**config.mk**
```make
export PLATFORM = sky130hd
export DESIGN_NAME = frogger_game
export DESIGN_NICKNAME = d
export VERILOG_FILES = /design/src/rtl/frogger_pkg.sv /design/src/rtl/game_cfg_regs.sv /design/src/rtl/playfield_map.sv /design/src/rtl/frog_ctrl.sv /design/src/rtl/frogger_game.sv
export SDC_FILE = /design/constraint.sdc
export NUM_CORES = 1
export LEC_CHECK = 0
export BUFFER_PORTS_ARGS = -buffer_cell sky130_fd_sc_hd__buf_2
export CORE_MARGIN = 4
export CORE_UTILIZATION = 60
export DETAILED_ROUTE_END_ITERATION = 8
export GPL_TIMING_DRIVEN = 0
export PLACE_DENSITY_LB_ADDON = 0.3
export SYNTH_ARGS = -nofsm -noshare
export SYNTH_HDL_FRONTEND = slang
export SYNTH_SLANG_ARGS = --single-unit
```
**constraint.sdc**
```tcl
create_clock -name i_Clk -period 6.5 [get_ports i_Clk]
set_input_delay 0 -clock i_Clk [delete_from_list [all_inputs] [get_ports i_Clk]]
set_output_delay 0 -clock i_Clk [all_outputs]
set_load 0.005 [all_outputs]
```
**src/rtl/frogger_pkg.sv**
```systemverilog
package frogger_pkg;

    // Playfield grid dimensions
    localparam int GRID_COLS = 14;
    localparam int GRID_ROWS = 15;

    // Width of a column or row index
    localparam int POS_W = 6;

    // Frog respawn cell, bottom row
    localparam int SPAWN_X = 10;
    localparam int SPAWN_Y = 14;

    // Tile code of a single grid cell
    typedef enum logic [3:0] {
        TILE_SAFE      = 4'd0,
        TILE_WATER     = 4'd1,
        TILE_LOG       = 4'd2,
        TILE_ROAD      = 4'd3,
        TILE_CAR       = 4'd4,
        TILE_LILY      = 4'd5,
        TILE_GOAL_BANK = 4'd6
    } tile_t;

    // Configuration register map
    localparam logic [1:0] REG_LOG_PERIOD = 2'd0;
    localparam logic [1:0] REG_CAR_PERIOD = 2'd1;
    // Bit 0 scroll enable, bit 1 restart
    localparam logic [1:0] REG_CTRL       = 2'd2;

    // Scroll period width in clock cycles
    localparam int PERIOD_W = 16;

endpackage

```
**src/rtl/game_cfg_regs.sv**
```systemverilog
`timescale 1ns/10ps

module game_cfg_regs (
    input  logic                             i_Clk,
    input  logic                             i_rst_n,
    input  logic                             i_Cfg_Wr,
    input  logic [1:0]                       i_Cfg_Addr,
    input  logic [frogger_pkg::PERIOD_W-1:0] i_Cfg_Data,
    output logic [frogger_pkg::PERIOD_W-1:0] o_Log_Period,
    output logic [frogger_pkg::PERIOD_W-1:0] o_Car_Period,
    output logic                             o_Scroll_En,
    output logic                             o_Restart
);

    import frogger_pkg::*;

    // Default scroll period after reset
    localparam logic [PERIOD_W-1:0] RESET_PERIOD = PERIOD_W'(1000);

    logic [PERIOD_W-1:0] r_log_period;
    logic [PERIOD_W-1:0] r_car_period;
    logic                r_scroll_en;
    logic                r_restart;
    logic [PERIOD_W-1:0] w_period_in;

    // Zero period would never wrap, store as 1
    assign w_period_in = (i_Cfg_Data == '0) ? PERIOD_W'(1) : i_Cfg_Data;

    always_ff @(posedge i_Clk or negedge i_rst_n) begin
        if (!i_rst_n) begin
            r_log_period <= RESET_PERIOD;
            r_car_period <= RESET_PERIOD;
            r_scroll_en  <= 1'b0;
            r_restart    <= 1'b0;
        end else begin
            // Restart lasts one cycle only
            r_restart <= 1'b0;
            if (i_Cfg_Wr) begin
                case (i_Cfg_Addr)
                    REG_LOG_PERIOD: r_log_period <= w_period_in;
                    REG_CAR_PERIOD: r_car_period <= w_period_in;
                    REG_CTRL: begin
                        r_scroll_en <= i_Cfg_Data[0];
                        // Restart bit is a strobe, never stored
                        r_restart   <= i_Cfg_Data[1];
                    end
                    // Address 3 unmapped
                    default: begin
                    end
                endcase
            end
        end
    end

    assign o_Log_Period = r_log_period;
    assign o_Car_Period = r_car_period;
    assign o_Scroll_En  = r_scroll_en;
    assign o_Restart    = r_restart;

endmodule

```
**src/rtl/playfield_map.sv**
```systemverilog
`timescale 1ns/10ps

module playfield_map #(
    parameter int LOG_LEN = 5,
    parameter int CAR_LEN = 2
) (
    input  logic                             i_Clk,
    input  logic                             i_rst_n,
    input  logic [frogger_pkg::PERIOD_W-1:0] i_Log_Period,
    input  logic [frogger_pkg::PERIOD_W-1:0] i_Car_Period,
    input  logic                             i_Scroll_En,
    input  logic                             i_Restart,
    input  logic [frogger_pkg::POS_W-1:0]    i_Frog_X,
    input  logic [frogger_pkg::POS_W-1:0]    i_Frog_Y,
    output frogger_pkg::tile_t               o_Tile,
    output logic                             o_On_Log,
    output logic                             o_Hazard,
    output logic                             o_Log_Tick
);

    import frogger_pkg::*;

    // Lane indices
    localparam int LANE_LOG = 0;
    localparam int LANE_CAR = 1;

    // Offsets run 0..13
    localparam logic [3:0] OFF_LAST = 4'(GRID_COLS - 1);

    // Row bands
    localparam logic [POS_W-1:0] WATER_FIRST = POS_W'(1);
    localparam logic [POS_W-1:0] WATER_LAST  = POS_W'(6);
    localparam logic [POS_W-1:0] ROAD_FIRST  = POS_W'(8);
    localparam logic [POS_W-1:0] ROAD_LAST   = POS_W'(13);
    localparam logic [POS_W-1:0] COLS        = POS_W'(GRID_COLS);

    logic [1:0][PERIOD_W-1:0] w_period;
    logic [1:0][3:0]          w_off;
    logic [1:0]               w_wrap;

    logic [POS_W-1:0] w_log_sum;
    logic [POS_W-1:0] w_log_pos;
    logic [POS_W-1:0] w_car_off;
    logic [POS_W-1:0] w_car_pos;
    logic             w_log_here;
    logic             w_car_here;
    logic             w_lily_col;

    assign w_period[LANE_LOG] = i_Log_Period;
    assign w_period[LANE_CAR] = i_Car_Period;

    // One cycle counter and offset per lane
    for (genvar g = 0; g < 2; g++) begin : g_lane
        logic [PERIOD_W-1:0] r_cnt;
        logic [3:0]          r_off;

        // Wrap at period minus one, also catches a period shrunk below the count
        assign w_wrap[g] = i_Scroll_En && !i_Restart && (r_cnt >= w_period[g] - 1'b1);
        assign w_off[g]  = r_off;

        always_ff @(posedge i_Clk or negedge i_rst_n) begin
            if (!i_rst_n) begin
                r_cnt <= '0;
                r_off <= '0;
            end else if (i_Restart) begin
                r_cnt <= '0;
                r_off <= '0;
            end else if (i_Scroll_En) begin
                if (w_wrap[g]) begin
                    r_cnt <= '0;
                    // Offset steps once per period, modulo grid width
                    r_off <= (r_off == OFF_LAST) ? 4'd0 : r_off + 1'b1;
                end else begin
                    r_cnt <= r_cnt + 1'b1;
                end
            end
        end
    end

    // Tick lands on the same edge as the log offset step
    assign o_Log_Tick = w_wrap[LANE_LOG];

    // Logs: (col + offset) mod 14, moving left
    assign w_log_sum  = i_Frog_X + POS_W'(w_off[LANE_LOG]);
    assign w_log_pos  = (w_log_sum >= COLS) ? w_log_sum - COLS : w_log_sum;
    assign w_log_here = (w_log_pos < POS_W'(LOG_LEN));

    // Cars: (col - offset) mod 14, moving right
    assign w_car_off  = POS_W'(w_off[LANE_CAR]);
    assign w_car_pos  = (i_Frog_X >= w_car_off) ? i_Frog_X - w_car_off
                                                : i_Frog_X + COLS - w_car_off;
    assign w_car_here = (w_car_pos < POS_W'(CAR_LEN));

    // Lily pads fixed every third column from 1
    assign w_lily_col = i_Frog_X inside {POS_W'(1), POS_W'(4), POS_W'(7), POS_W'(10),
                                         POS_W'(13)};

    // Tile of the frog's cell by row band
    always_comb begin
        if (i_Frog_Y == '0) begin
            o_Tile = w_lily_col ? TILE_LILY : TILE_GOAL_BANK;
        end else if (i_Frog_Y >= WATER_FIRST && i_Frog_Y <= WATER_LAST) begin
            o_Tile = w_log_here ? TILE_LOG : TILE_WATER;
        end else if (i_Frog_Y >= ROAD_FIRST && i_Frog_Y <= ROAD_LAST) begin
            o_Tile = w_car_here ? TILE_CAR : TILE_ROAD;
        end else begin
            // Verge row 7 and start row 14
            o_Tile = TILE_SAFE;
        end
    end

    assign o_On_Log = (o_Tile == TILE_LOG);
    // Open water or a car kills the frog
    assign o_Hazard = (o_Tile == TILE_WATER) || (o_Tile == TILE_CAR);

endmodule

```
**src/rtl/frog_ctrl.sv**
```systemverilog
`timescale 1ns/10ps

module frog_ctrl #(
    parameter int START_LIVES = 3
) (
    input  logic                          i_Clk,
    input  logic                          i_rst_n,
    input  logic                          i_Up_Mvt,
    input  logic                          i_Down_Mvt,
    input  logic                          i_Left_Mvt,
    input  logic                          i_Right_Mvt,
    input  frogger_pkg::tile_t            i_Tile,
    input  logic                          i_On_Log,
    input  logic                          i_Hazard,
    input  logic                          i_Log_Tick,
    input  logic                          i_Restart,
    output logic [frogger_pkg::POS_W-1:0] o_Frog_X,
    output logic [frogger_pkg::POS_W-1:0] o_Frog_Y,
    output logic [6:0]                    o_Score,
    output logic [1:0]                    o_Lives,
    output logic                          o_Game_Over
);

    import frogger_pkg::*;

    localparam logic [POS_W-1:0] X_LAST     = POS_W'(GRID_COLS - 1);
    localparam logic [POS_W-1:0] Y_LAST     = POS_W'(GRID_ROWS - 1);
    localparam logic [POS_W-1:0] X_SPAWN    = POS_W'(SPAWN_X);
    localparam logic [POS_W-1:0] Y_SPAWN    = POS_W'(SPAWN_Y);
    localparam logic [1:0]       LIVES_FULL = 2'(START_LIVES);

    // Button order: up, down, left, right
    logic [3:0]       w_btn;
    logic [3:0]       r_btn_prev;
    logic [3:0]       w_press;
    logic [POS_W-1:0] r_frog_x;
    logic [POS_W-1:0] r_frog_y;
    logic [POS_W-1:0] w_drift_x;
    logic [POS_W-1:0] w_next_x;
    logic [POS_W-1:0] w_next_y;
    logic [6:0]       r_score;
    logic [1:0]       r_lives;
    logic             w_game_over;
    logic             w_at_goal;

    assign w_btn       = {i_Up_Mvt, i_Down_Mvt, i_Left_Mvt, i_Right_Mvt};
    // Rising edge against last sample
    assign w_press     = w_btn & ~r_btn_prev;
    assign w_game_over = (r_lives == '0);
    assign w_at_goal   = (r_frog_y == '0);

    always_comb begin
        // Log carries frog one column left, wrapping at the edge
        w_drift_x = r_frog_x;
        if (i_Log_Tick && i_On_Log) begin
            w_drift_x = (r_frog_x == '0) ? X_LAST : r_frog_x - 1'b1;
        end
        w_next_x = w_drift_x;
        w_next_y = r_frog_y;
        // One move per edge, up wins over down over left over right
        if (w_press[3]) begin
            if (r_frog_y != '0) w_next_y = r_frog_y - 1'b1;
        end else if (w_press[2]) begin
            if (r_frog_y != Y_LAST) w_next_y = r_frog_y + 1'b1;
        end else if (w_press[1]) begin
            if (w_drift_x != '0) w_next_x = w_drift_x - 1'b1;
        end else if (w_press[0]) begin
            if (w_drift_x != X_LAST) w_next_x = w_drift_x + 1'b1;
        end
    end

    always_ff @(posedge i_Clk or negedge i_rst_n) begin
        if (!i_rst_n) begin
            r_btn_prev <= '0;
            r_frog_x   <= X_SPAWN;
            r_frog_y   <= Y_SPAWN;
            r_score    <= '0;
            r_lives    <= LIVES_FULL;
        end else begin
            r_btn_prev <= w_btn;
            if (i_Restart) begin
                r_frog_x <= X_SPAWN;
                r_frog_y <= Y_SPAWN;
                r_score  <= '0;
                r_lives  <= LIVES_FULL;
            end else if (!w_game_over) begin
                if (i_Hazard) begin
                    // Drowned or run over
                    r_frog_x <= X_SPAWN;
                    r_frog_y <= Y_SPAWN;
                    r_lives  <= r_lives - 1'b1;
                end else if (w_at_goal) begin
                    r_frog_x <= X_SPAWN;
                    r_frog_y <= Y_SPAWN;
                    // Only a lily pad scores, bank just sends frog home
                    if (i_Tile == TILE_LILY) r_score <= r_score + 1'b1;
                end else begin
                    r_frog_x <= w_next_x;
                    r_frog_y <= w_next_y;
                end
            end
        end
    end

    assign o_Frog_X    = r_frog_x;
    assign o_Frog_Y    = r_frog_y;
    assign o_Score     = r_score;
    assign o_Lives     = r_lives;
    assign o_Game_Over = w_game_over;

endmodule

```
**src/rtl/frogger_game.sv**
```systemverilog
`timescale 1ns/10ps

module frogger_game #(
    parameter int START_LIVES = 3,
    parameter int LOG_LEN     = 5,
    parameter int CAR_LEN     = 2
) (
    input  logic                             i_Clk,
    input  logic                             i_rst_n,
    input  logic                             i_Up_Mvt,
    input  logic                             i_Down_Mvt,
    input  logic                             i_Left_Mvt,
    input  logic                             i_Right_Mvt,
    input  logic                             i_Cfg_Wr,
    input  logic [1:0]                       i_Cfg_Addr,
    input  logic [frogger_pkg::PERIOD_W-1:0] i_Cfg_Data,
    output logic [frogger_pkg::POS_W-1:0]    o_Frog_X,
    output logic [frogger_pkg::POS_W-1:0]    o_Frog_Y,
    output logic [6:0]                       o_Score,
    output logic [1:0]                       o_Lives,
    output logic                             o_Game_Over,
    output frogger_pkg::tile_t               o_Tile
);

    import frogger_pkg::*;

    // Config to playfield
    logic [PERIOD_W-1:0] w_log_period;
    logic [PERIOD_W-1:0] w_car_period;
    logic                w_scroll_en;
    // Restart goes to both playfield and frog
    logic                w_restart;
    // Playfield to frog
    logic                w_on_log;
    logic                w_hazard;
    logic                w_log_tick;

    game_cfg_regs game_cfg_regs_i (
        .i_Clk        (i_Clk),
        .i_rst_n      (i_rst_n),
        .i_Cfg_Wr     (i_Cfg_Wr),
        .i_Cfg_Addr   (i_Cfg_Addr),
        .i_Cfg_Data   (i_Cfg_Data),
        .o_Log_Period (w_log_period),
        .o_Car_Period (w_car_period),
        .o_Scroll_En  (w_scroll_en),
        .o_Restart    (w_restart)
    );

    playfield_map #(
        .LOG_LEN (LOG_LEN),
        .CAR_LEN (CAR_LEN)
    ) playfield_map_i (
        .i_Clk        (i_Clk),
        .i_rst_n      (i_rst_n),
        .i_Log_Period (w_log_period),
        .i_Car_Period (w_car_period),
        .i_Scroll_En  (w_scroll_en),
        .i_Restart    (w_restart),
        .i_Frog_X     (o_Frog_X),
        .i_Frog_Y     (o_Frog_Y),
        .o_Tile       (o_Tile),
        .o_On_Log     (w_on_log),
        .o_Hazard     (w_hazard),
        .o_Log_Tick   (w_log_tick)
    );

    // Tile of frog's cell also reported outside
    frog_ctrl #(
        .START_LIVES (START_LIVES)
    ) frog_ctrl_i (
        .i_Clk       (i_Clk),
        .i_rst_n     (i_rst_n),
        .i_Up_Mvt    (i_Up_Mvt),
        .i_Down_Mvt  (i_Down_Mvt),
        .i_Left_Mvt  (i_Left_Mvt),
        .i_Right_Mvt (i_Right_Mvt),
        .i_Tile      (o_Tile),
        .i_On_Log    (w_on_log),
        .i_Hazard    (w_hazard),
        .i_Log_Tick  (w_log_tick),
        .i_Restart   (w_restart),
        .o_Frog_X    (o_Frog_X),
        .o_Frog_Y    (o_Frog_Y),
        .o_Score     (o_Score),
        .o_Lives     (o_Lives),
        .o_Game_Over (o_Game_Over)
    );

endmodule

```
# After elaboration in Yosys (flattened, before gate mapping)
# Index checks and enable logic that the tools add are counted.
dict set report word_totals {
  reg_bits 99
  inputBits 25
  out_inout_bits 26
  wordCells 146
}
dict set report classes {
  n_addsub 18
  magnitude_cmp 10
  n_eq_ne 18
  muxes 53
  bitwise 2
  n_reduce_logical 32
}
# cell count
set op_table {}
lappend op_table {{two-way mux 6 bit} 22}
lappend op_table {{two-way mux 16 bit} 7}
lappend op_table {{two-way mux 4 bit} 11}
lappend op_table {{two-way mux 7 bit} 5}
lappend op_table {{adder 16 x 1 -> 16 bit (second input constant)} 2}
lappend op_table {{greater-or-equal comparator 16 bit} 2}
lappend op_table {{subtractor 16 x 1 -> 16 bit (second input constant)} 2}
lappend op_table {{subtractor 6 x 1 -> 6 bit (second input constant)} 3}
lappend op_table {{logical NOT 16 bit} 1}
lappend op_table {{nonzero test 5 bit} 3}
lappend op_table {{adder 6 x 1 -> 6 bit (second input constant)} 2}
lappend op_table {{equality test 6 x 3 -> 1 bit (second input constant)} 2}
lappend op_table {{equality test 6 x 4 -> 1 bit (second input constant)} 2}
lappend op_table {{greater-or-equal comparator 6 x 4 -> 1 bit (second input constant)} 2}
lappend op_table {{logical NOT 6 bit} 2}
lappend op_table {{!= test 6 x 4 -> 1 bit (second input constant)} 2}
lappend op_table {{AND reduction 2 bit} 6}
lappend op_table {{nonzero test 2 bit} 6}
lappend op_table {{nonzero test 6 bit} 2}
lappend op_table {{subtractor 6 x 4 -> 6 bit} 2}
lappend op_table {{two-way mux 2 bit} 5}
lappend op_table {{adder 4 x 1 -> 4 bit (second input constant)} 2}
lappend op_table {{equality test 4 x 3 -> 1 bit (second input constant)} 2}
lappend op_table {{equality test 4 bit (second input constant)} 2}
lappend op_table {{other kinds (28)} 36}

# Longest topological paths before layout
# Gate-level depths: netlist of run 1.
dict set report logic_depth {
  depth_word 21
  ltp_mapped 25
}

# By module
# Synthesis of run 1 repeated with hierarchy kept, for this count alone.
dict set report unflattened {
  cells_unflattened 808
  area_unflattened_um2 7521.0
}
# mod instances cells_each area_per_inst_um2 seq_area_each_um2
set by_module_without_submodules {}
lappend by_module_without_submodules {playfield_map 1 485 4091.4 1001.0}
lappend by_module_without_submodules {frog_ctrl 1 240 2094.5 634.4}
lappend by_module_without_submodules {game_cfg_regs 1 83 1335.0 865.8}

# Worst setup path before layout of run 1
# OpenSTA, ideal clock, no wires.
dict set report synth_timing {
  path_kind {register to register}
  start {register game_cfg_regs_i.r_log_period[4], in the netlist game_cfg_regs_i.o_Log_Period[4]}
  end {register frog_ctrl_i.r_frog_x[2], in the netlist frog_ctrl_i.o_Frog_X[2]}
  arrival_time_ns 4.524
  required_time_ns 6.380
  slack_ns 1.857
  stages_incl_launch_ff 24
  n_path_buf 2
  synth_period_minus_slack_ns 4.643
  cell_sequence {dfrtp_1 nor3_1 nand2b_1 nor4_1 nand2_1 or2_2 nor4_1 xnor2_1 ha_1 a211oi_1 o21bai_1 nor2_1 a21oi_1 and3_1 clkbuf_1 and2_4 buf_6 o21ai_0 ha_1 inv_1 or4b_4 nand3_1 o21ai_1 a31o_1}
}
dict set report synth_via {
  elab_chain_len 15
  elab_cells_between_ends 19
  cone_classes {3 x add/sub; 1 x order compare; 1 x eq/ne; 11 x mux; 3 x reduce/logical}
}
# element line_no
set synth_lines {}
lappend synth_lines {{start, declared} game_cfg_regs.sv:20} ;# logic [PERIOD_W-1:0] r_log_period;
lappend synth_lines {{start signal, assigned} game_cfg_regs.sv:40} ;# REG_LOG_PERIOD: r_log_period <= w_period_in;
lappend synth_lines {{subtractor 16 x 1 -> 16 bit *} playfield_map.sv:58} ;# assign w_wrap[g] = i_Scroll_En && !i_Restart && (r_cnt >= w_period[g] - 1'b1);
lappend synth_lines {{greater-or-equal comparator 16 bit *} playfield_map.sv:58}
lappend synth_lines {{logical AND 1 bit *} playfield_map.sv:58}
lappend synth_lines {{logical AND 1 bit *} frog_ctrl.sv:55} ;# if (i_Log_Tick && i_On_Log) begin
lappend synth_lines {{two-way mux 6 bit *} frog_ctrl.sv:55}
lappend synth_lines {{adder 6 x 1 -> 6 bit / != test 6 x 4 -> 1 bit (equally long branches)} frog_ctrl.sv:68} ;# if (w_drift_x != X_LAST) w_next_x = w_drift_x + 1'b1;
lappend synth_lines {{two-way mux 6 bit} frog_ctrl.sv:68}
lappend synth_lines {{two-way mux 6 bit} frog_ctrl.sv:67} ;# end else if (w_press[0]) begin
lappend synth_lines {{two-way mux 6 bit} frog_ctrl.sv:65} ;# end else if (w_press[1]) begin
lappend synth_lines {{two-way mux 6 bit} frog_ctrl.sv:63} ;# end else if (w_press[2]) begin
lappend synth_lines {{two-way mux 6 bit *} frog_ctrl.sv:61} ;# if (w_press[3]) begin
lappend synth_lines {{two-way mux 6 bit *} frog_ctrl.sv:92} ;# end else if (w_at_goal) begin
lappend synth_lines {{two-way mux 6 bit *} frog_ctrl.sv:87} ;# if (i_Hazard) begin
lappend synth_lines {{two-way mux 6 bit *} frog_ctrl.sv:86} ;# end else if (!w_game_over) begin
lappend synth_lines {{two-way mux 6 bit *} frog_ctrl.sv:81} ;# if (i_Restart) begin
lappend synth_lines {{end signal, assigned} frog_ctrl.sv:98} ;# r_frog_x <= w_next_x;
lappend synth_lines {{end, declared} frog_ctrl.sv:36} ;# logic [POS_W-1:0] r_frog_x;
# Mark *: on every way between the ends. The rest lies on a longest branch, timed or not. The select of a mux whose other input is x is not followed.
# A chain may end at the register's enable or synchronous reset.

# Worst setup path after layout of run 1
dict set report layout_timing {
  start {register game_cfg_regs_i.r_log_period[4], in the netlist game_cfg_regs_i.o_Log_Period[4]}
  end {register frog_ctrl_i.r_frog_x[1], in the netlist frog_ctrl_i.o_Frog_X[1]}
}
# Same word-level chain as after synthesis.

==> results of run 1 <==
metal layers:
metal | routed length, um | track usage
met1 | 7230 | 0.3161
met2 | 8624 | 0.4480
met3 | 844 | 0.04545
met4 | 657 | 0.1165
met5 | 0 | 0
cells in the mapped netlist (3+ instances only):
cell,count,share of area
nand3_1,25,0.017
xor2_1,24,0.029
a21o_1,10,0.010
or2_2,7,0.0060
nand3b_1,3,0.0031
or4_1,5,0.0051
o21ai_1,5,0.0034
mux2_2,32,0.049
o21a_1,6,0.0062
a21oi_1,25,0.017
and2_1,5,0.0043
mux2i_1,6,0.0082
dfrtp_1,80,0.27
inv_1,41,0.021
and4_1,3,0.0036
nand2b_1,13,0.011
xnor2_1,39,0.047
fa_1,3,0.0082
dfstp_2,19,0.068
nor4_1,14,0.012
nor3_1,20,0.014
o31ai_1,6,0.0062
nor2_1,75,0.039
a211oi_1,11,0.011
or3_1,9,0.0077
nor2b_1,14,0.012
nand2_1,57,0.029
nand4_1,9,0.0077
a32o_1,4,0.0055
ha_1,73,0.13
a31oi_1,3,0.0026
clkbuf_1,12,0.0062
and3_1,12,0.010
nor3b_1,3,0.0031
o21ai_0,47,0.032
metrics by stage:
| step | util | instances |
|---|---|---|
| 5_1_grt | 0.6932 | 1018 |
| 2_1_floorplan | - | 782 |
| 6_report | 0.6932 | 1018 |
| 3_3_place_gp | 0.6467 | 978 |
| 3_5_place_dp | 0.6492 | 979 |
| 4_1_cts | 0.6932 | 1018 |
power breakdown:
part | internal [mW] | switching (mW)
Clock | 0.271 | 0.268
Sequential | 0.752 | 0.169
Combinational | 0.573 | 0.699
Total | 1.60 | 1.14
final timing paths:
check                                                    from                                  to  slack (ns)  depth (start not counted)
max in group asynchronous                             i_rst_n              frog_ctrl_i.o_Lives[0]        5.69                          3
min                                             i_Cfg_Addr[0]           game_cfg_regs_i.o_Restart        0.03                          3
min reg2reg                playfield_map_i.g_lane[0].r_cnt[6]  playfield_map_i.g_lane[0].r_cnt[6]        0.51                          1
min in group asynchronous                             i_rst_n           frog_ctrl_i.r_btn_prev[0]        0.10                          2
max                           game_cfg_regs_i.o_Log_Period[4]             frog_ctrl_i.o_Frog_X[1]        0.93                         24
max reg2reg                   game_cfg_regs_i.o_Log_Period[4]             frog_ctrl_i.o_Frog_X[1]        0.93                         24
cell families (layout without fill, tap and decap cells):
kind of cell / Yosys count / in the layout / synth area share
buffers and inverters: 61 / 150 / 0.03768
AND/OR/NAND/NOR: 286 / 286 / 0.1999
other: 1 / 1 / 0.0005133
XOR/XNOR: 63 / 63 / 0.07553
AO/OA/AOI/OAI: 158 / 158 / 0.1533
flip-flops: 99 / 99 / 0.3424
adder cells (fa/ha/maj): 76 / 76 / 0.1332
multiplexers: 38 / 38 / 0.05755
sequential cells by signal, summed over array words and instances, names as in the netlist, 2 cells and up:
signal                        count
game_cfg_regs_i.o_Log_Period     16
frog_ctrl_i.o_Lives               2
frog_ctrl_i.r_btn_prev            4
frog_ctrl_i.o_Score               7
frog_ctrl_i.o_Frog_Y              6
playfield_map_i.g_lane.r_off      8
frog_ctrl_i.o_Frog_X              6
playfield_map_i.g_lane.r_cnt     32
game_cfg_regs_i.o_Car_Period     16
critical path, delay by kind of cell (launching register included):
| family | cells | cell delay, ns |
|---|---|---|
| AO/OA/AOI/OAI | 6 | 1.17 |
| adder cells (fa/ha/maj) | 2 | 0.54 |
| XOR/XNOR | 1 | 0.11 |
| buffers and inverters | 3 | 0.51 |
| AND/OR/NAND/NOR | 12 | 2.71 |
| flip-flops | 1 | 0.43 |
area by class of cell:
type	count	area (um^2)	area share
Clock buffer	9	225.2	0.02716
Sequential cell	99	2501	0.3016
Multi-Input combinational cell	622	4529	0.5462
Buffer	20	121.4	0.01464
Tap cell	147	183.9	0.02218
Clock inverter	7	71.32	0.008601
Timing Repair Buffer	73	505.5	0.06096
Inverter	41	153.9	0.01856
timing repair:
action	in CTS	in global routing
hold buffers	23	0
hold endpoints to repair	121	0
setup endpoints to repair	0	0
==> out/results.txt, run 1 <==
Startpoint Class = flop
net count after synthesis = 883
DR WL/cell = 17.05 um
synth warn = 0
Slew headroom = 0.3716
H-tree depth = 3
PostCTS Resize Cnt = 0
total clock sinks = 99
Final Max Slew Viols = 0
min setup slack post-route = 0.9303 ns
die area = 14010 um^2
mapped cell area = 7306 um^2
most common cell after layout, fill and taps aside = dfrtp_1
setup total negative slack = 0 ns
number of enable flip-flop cells after synthesis = 0
Top FF cell, synth = dfrtp_1
Yosys reg bits = 99
num ports = 51
Setup Crit Path Kind = flop to flop
Max VDD drop = 0.2656 mV
TritonCTS Buffers = 9
register area share after synthesis = 0.3424
type of the worst min-delay path = input pin to flop
Placeable Area = 11960 um^2
Max-cap violations = 0
Final Skew = 0.007502 ns
Cells after Synth = 782
starting density of the core = 0.6108
post-layout min period = 5.570 ns
Final Power = 2.733 mW
die width = 118.3 um
DR vias/cell = 6.035
Final Hold Vio Count = 0
area post-placement = 7765 um^2
pre-CTS setup slack = 1.048 ns
via count = 6144
Detailed Place HPWL = 12.75 mm
Max clock buf depth = 2
LEAKAGE = 3.685 nW
first-pass GRT wire length = 30.23 mm
All-Layer GR Usage = 0.2594
synthesized area per cell = 9.342 um^2
final instance area = 8292 um^2
Hold Slack = 0.03490 ns
Antenna Nets Post-Route = 0
fin crit share = 0.8569
setup bufs post-CTS = 0
vias in the first global route = 6314
slowest stage cell, crit path = or4b_4
Arr. time, crit path = 5.82 ns
DR DRC count = 0
worst skew pair latency = 0.36 ns
Crit path largest cell delay = 0.58 ns
ys async rst share = 1.000
CTS tree = done
most frequent cells in the layout = 80 x dfrtp_1, 75 x nor2_1, 73 x ha_1
Initial DRC Count = 597
WL final = 17.36 mm
WP data required = 6.75 ns
Die Height = 118.3 um
RSZ-0062 raised after global routing = false
CTS root buf = clkbuf_16
layout net count = 967
worst slew pin tran = 0.9304 ns
Rows = 40
final setup fails = 0
clk slew on worst S/H paths = 0.08 ns
diodes inserted = 0
CP max FO = 10
largest net degree at the start of global routing = 77
Syn-to-layout area delta = 13.50%
crit end category = flop
first drt pass iteration count = 5
f_max = 179.5 MHz
# fillers = 960
count of input and output buffers = 49
initial antenna violation count = 0
routability cong. = 0.9763
cells along the critical path = nor3_1 > nand2b_1 > nor4_1 > nand2_1 > or2_2 > nor4_1 > xnor2_1 > ha_1 > a211oi_1 > o21bai_1 > nor2_1 > a21oi_1 > and3_1 > clkbuf_1 > and2_4 > buf_6 > nor2_1 > a21oi_1 > ha_1 > inv_1 > or4b_4 > nand2_1 > a2111oi_0 > a211oi_1
grt total ovfl = 0
pwr dens = 329.6 nW/um^2
Cell variety after synth = 82
outcome = complete, no violations
share of cells above drive strength 1 = 0.1757
(Power assumes the default switching activity.)
==> run 2: changes to the inputs <==
--- a/config.mk
+++ b/config.mk
@@ -6,11 +6,12 @@
 export NUM_CORES = 1
 export LEC_CHECK = 0
 export BUFFER_PORTS_ARGS = -buffer_cell sky130_fd_sc_hd__buf_2
+export CORE_ASPECT_RATIO = 1.75
 export CORE_MARGIN = 4
 export CORE_UTILIZATION = 60
 export DETAILED_ROUTE_END_ITERATION = 8
 export GPL_TIMING_DRIVEN = 0
-export PLACE_DENSITY_LB_ADDON = 0.3
+export PLACE_DENSITY = 0.8
 export SYNTH_ARGS = -nofsm -noshare
 export SYNTH_HDL_FRONTEND = slang
 export SYNTH_SLANG_ARGS = --single-unit
==> out/results.txt, run 2 (synthesized netlist as in run 1, its figures left out) <==
Hold Slack = 0.009200 ns (-0.02570 ns)
cells along the critical path = nor3_1 > nand2b_1 > nor4_1 > nand2_1 > or2_2 > nor4_1 > xnor2_1 > ha_1 > a211oi_1 > o21bai_1 > nor2_1 > a21oi_1 > and3_1 > clkbuf_1 > and2_4 > buf_6 > nor2_1 > a21oi_1 > ha_1 > inv_1 > or4b_4 > nand3_1 > o21ai_1 > a31o_1
Final Power = 2.711 mW (-0.80%)
Arr. time, crit path = 5.76 ns (-0.06 ns)
most frequent cells in the layout = 80 x dfrtp_1, 75 x nor2_1, 73 x ha_1
Rows = 53 (+33%)
most common cell after layout, fill and taps aside = dfrtp_1
CTS root buf = clkbuf_16
Initial DRC Count = 288 (-52%)
die width = 91.42 um (-23%)
layout net count = 967 (unchanged)
initial antenna violation count = 0 (unchanged)
worst slew pin tran = 1.010 ns (+0.08005 ns)
crit end category = flop
post-layout min period = 5.521 ns (-0.04892 ns)
Pint = 1.592 mW (-0.30%)
num ports = 51 (unchanged)
RSZ-0062 raised after global routing = false
clk slew on worst S/H paths = 0.07 ns (about the same)
starting density of the core = 0.6087 (-0.002101)
max reg flops = 32 (unchanged)
Sw Share = 0.4127 (-0.002938)
All-Layer GR Usage = 0.2637 (+0.004314)
diodes inserted = 0 (unchanged)
Max VDD drop = 0.1911 mV (-28%)
vias in the first global route = 6632 (+5.0%)
die area = 14080 um^2 (+0.50%)
setup bufs post-CTS = 0 (unchanged)
grt total ovfl = 0 (unchanged)
Storage cell area = 2501 um^2 (unchanged)
Startpoint Class = flop
Detailed Place HPWL = 13.45 mm (+5.5%)
first drt pass iteration count = 7 (+2)
count of input and output buffers = 49 (unchanged)
Sequential Power Share = 0.336 (about the same)
largest register by flop count = playfield_map_i.g_lane.r_cnt
TritonCTS Buffers = 9 (unchanged)
type of the worst min-delay path = input pin to flop
DR WL/cell = 17.15 um (+0.60%)
hold bufs inserted after CTS = 23 (unchanged)
slowest stage cell, crit path = or4b_4
Final Max Slew Viols = 0 (unchanged)
Antenna Nets Post-Route = 0 (unchanged)
H-tree depth = 3 (unchanged)
Syn-to-layout area delta = 13.65%
min setup slack post-route = 0.9792 ns (+0.04892 ns)
Slew headroom = 0.3175 (-0.05407)
first-pass GRT wire length = 30.35 mm (+0.39%)
Setup Crit Path Kind = flop to flop
largest net degree at the start of global routing = 62 (-19%)
pre-CTS setup slack = 1.083 ns (+0.03426 ns)
Core Util, Final = 0.6918 (-0.001447)
LEAKAGE = 3.676 nW (-0.25%)
# fillers = 911 (-5.1%)
Comb power frac = 0.472 (+0.006)
f_max = 181.1 MHz (+0.89%)
pwr dens = 326.5 nW/um^2 (-0.94%)
Die Height = 154.0 um (+30%)
Placeable Area = 12000 um^2 (+0.35%)
Final Hold Vio Count = 0 (unchanged)
final setup fails = 0 (unchanged)
setup total negative slack = 0 ns (unchanged)
DR vias/cell = 5.991 (-0.73%)
total clock sinks = 99 (unchanged)
CP max FO = 10 (unchanged)
WP data required = 6.74 ns (about the same)
Max clock buf depth = 2 (unchanged)
Clock power frac = 0.192 (-0.005)
Final Skew = 0.008459 ns (+0.0009572 ns)
fin crit share = 0.8494 (-0.007526)
Max-cap violations = 0 (unchanged)
outcome = complete, no violations
routability cong. = 0.9296 (-4.8%)
Crit path largest cell delay = 0.58 ns (about the same)
area occupied by multi-input gates = 4529 um^2 (unchanged)
DR DRC count = 0 (unchanged)
WL final = 17.77 mm (+2.4%)
PostCTS Resize Cnt = 0 (unchanged)
via count = 6207 (+1.0%)
share of cells above drive strength 1 = 0.1757 (unchanged)
Net Sw Power = 1.119 mW (-1.5%)
CTS tree = done
worst skew pair latency = 0.35 ns (about the same)
-- run 2: changes by cell type in the layout (fill, tap and decap cells not counted), sizes merged --
| cell | before | now |
|---|---|---|
| inv | 45 | 43 |
| clkinvlp | 2 | 3 |
| clkinv | 1 | 2 |
-- run 2: area by class of cell --
cell class | instances | area share
multi-input combinational | 622 | 0.5455
sequential | 99 | 0.3012
timing repair buffer | 73 | 0.06088
clock buffer | 9 | 0.02712
tap | 165 | 0.02486
inverter | 41 | 0.01854
buffer | 20 | 0.01462
clock inverter | 7 | 0.007233
-- run 2: worst max-delay path, delay by kind of cell (launching register included) --
kind / cells / cell delay (ns)
compound gates: 6 / 1.15
xor+xnor: 1 / 0.12
fa+ha+maj: 2 / 0.54
buf+inv: 3 / 0.51
flops: 1 / 0.42
simple gates: 12 / 2.66
-- run 2: power by group through the flow --
stage               Combinational, mW  Sequential, mW  Clock [mW]
floorplan                       0.930           0.880           0
global placement                 1.18           0.915           0
detailed placement               1.24           0.921           0
CTS                              1.27           0.911       0.532
global route                     1.44           0.932       0.555
finish                           1.28           0.911       0.520
-- run 2: final timing paths --
check | cells after the start | slack (ns) | endpoint | startpoint
setup / recovery | 24 | 0.98 | frog_ctrl_i.o_Frog_X[2] | game_cfg_regs_i.o_Log_Period[4]
hold / removal | 3 | 0.009 | game_cfg_regs_i.o_Restart | i_Cfg_Addr[0]
setup reg to reg | 24 | 0.98 | frog_ctrl_i.o_Frog_X[2] | game_cfg_regs_i.o_Log_Period[4]
hold reg to reg | 1 | 0.51 | playfield_map_i.g_lane[0].r_cnt[6] | playfield_map_i.g_lane[0].r_cnt[6]
max in group asynchronous | 3 | 5.62 | game_cfg_regs_i.o_Car_Period[9] | i_rst_n
min in group asynchronous | 2 | 0.16 | playfield_map_i.g_lane[0].r_cnt[13] | i_rst_n
-- run 2: through the flow --
step / instance area, um^2 / std cells
2_1_floorplan: 7306 / 782
3_5_place_dp: 7787 / 997
6_report: 8303 / 1036
5_1_grt: 8303 / 1036
3_3_place_gp: 7757 / 996
4_1_cts: 8303 / 1036
-- run 2: layer usage --
metal / vias to the layer above / track usage / part of all wire
met5: - / 0 / 0
met4: 0 / 0.1460 / 0.049
met3: 61 / 0.03328 / 0.031
met2: 173 / 0.5124 / 0.56
met1: 2997 / 0.2617 / 0.36
li1: 2976 / - / -
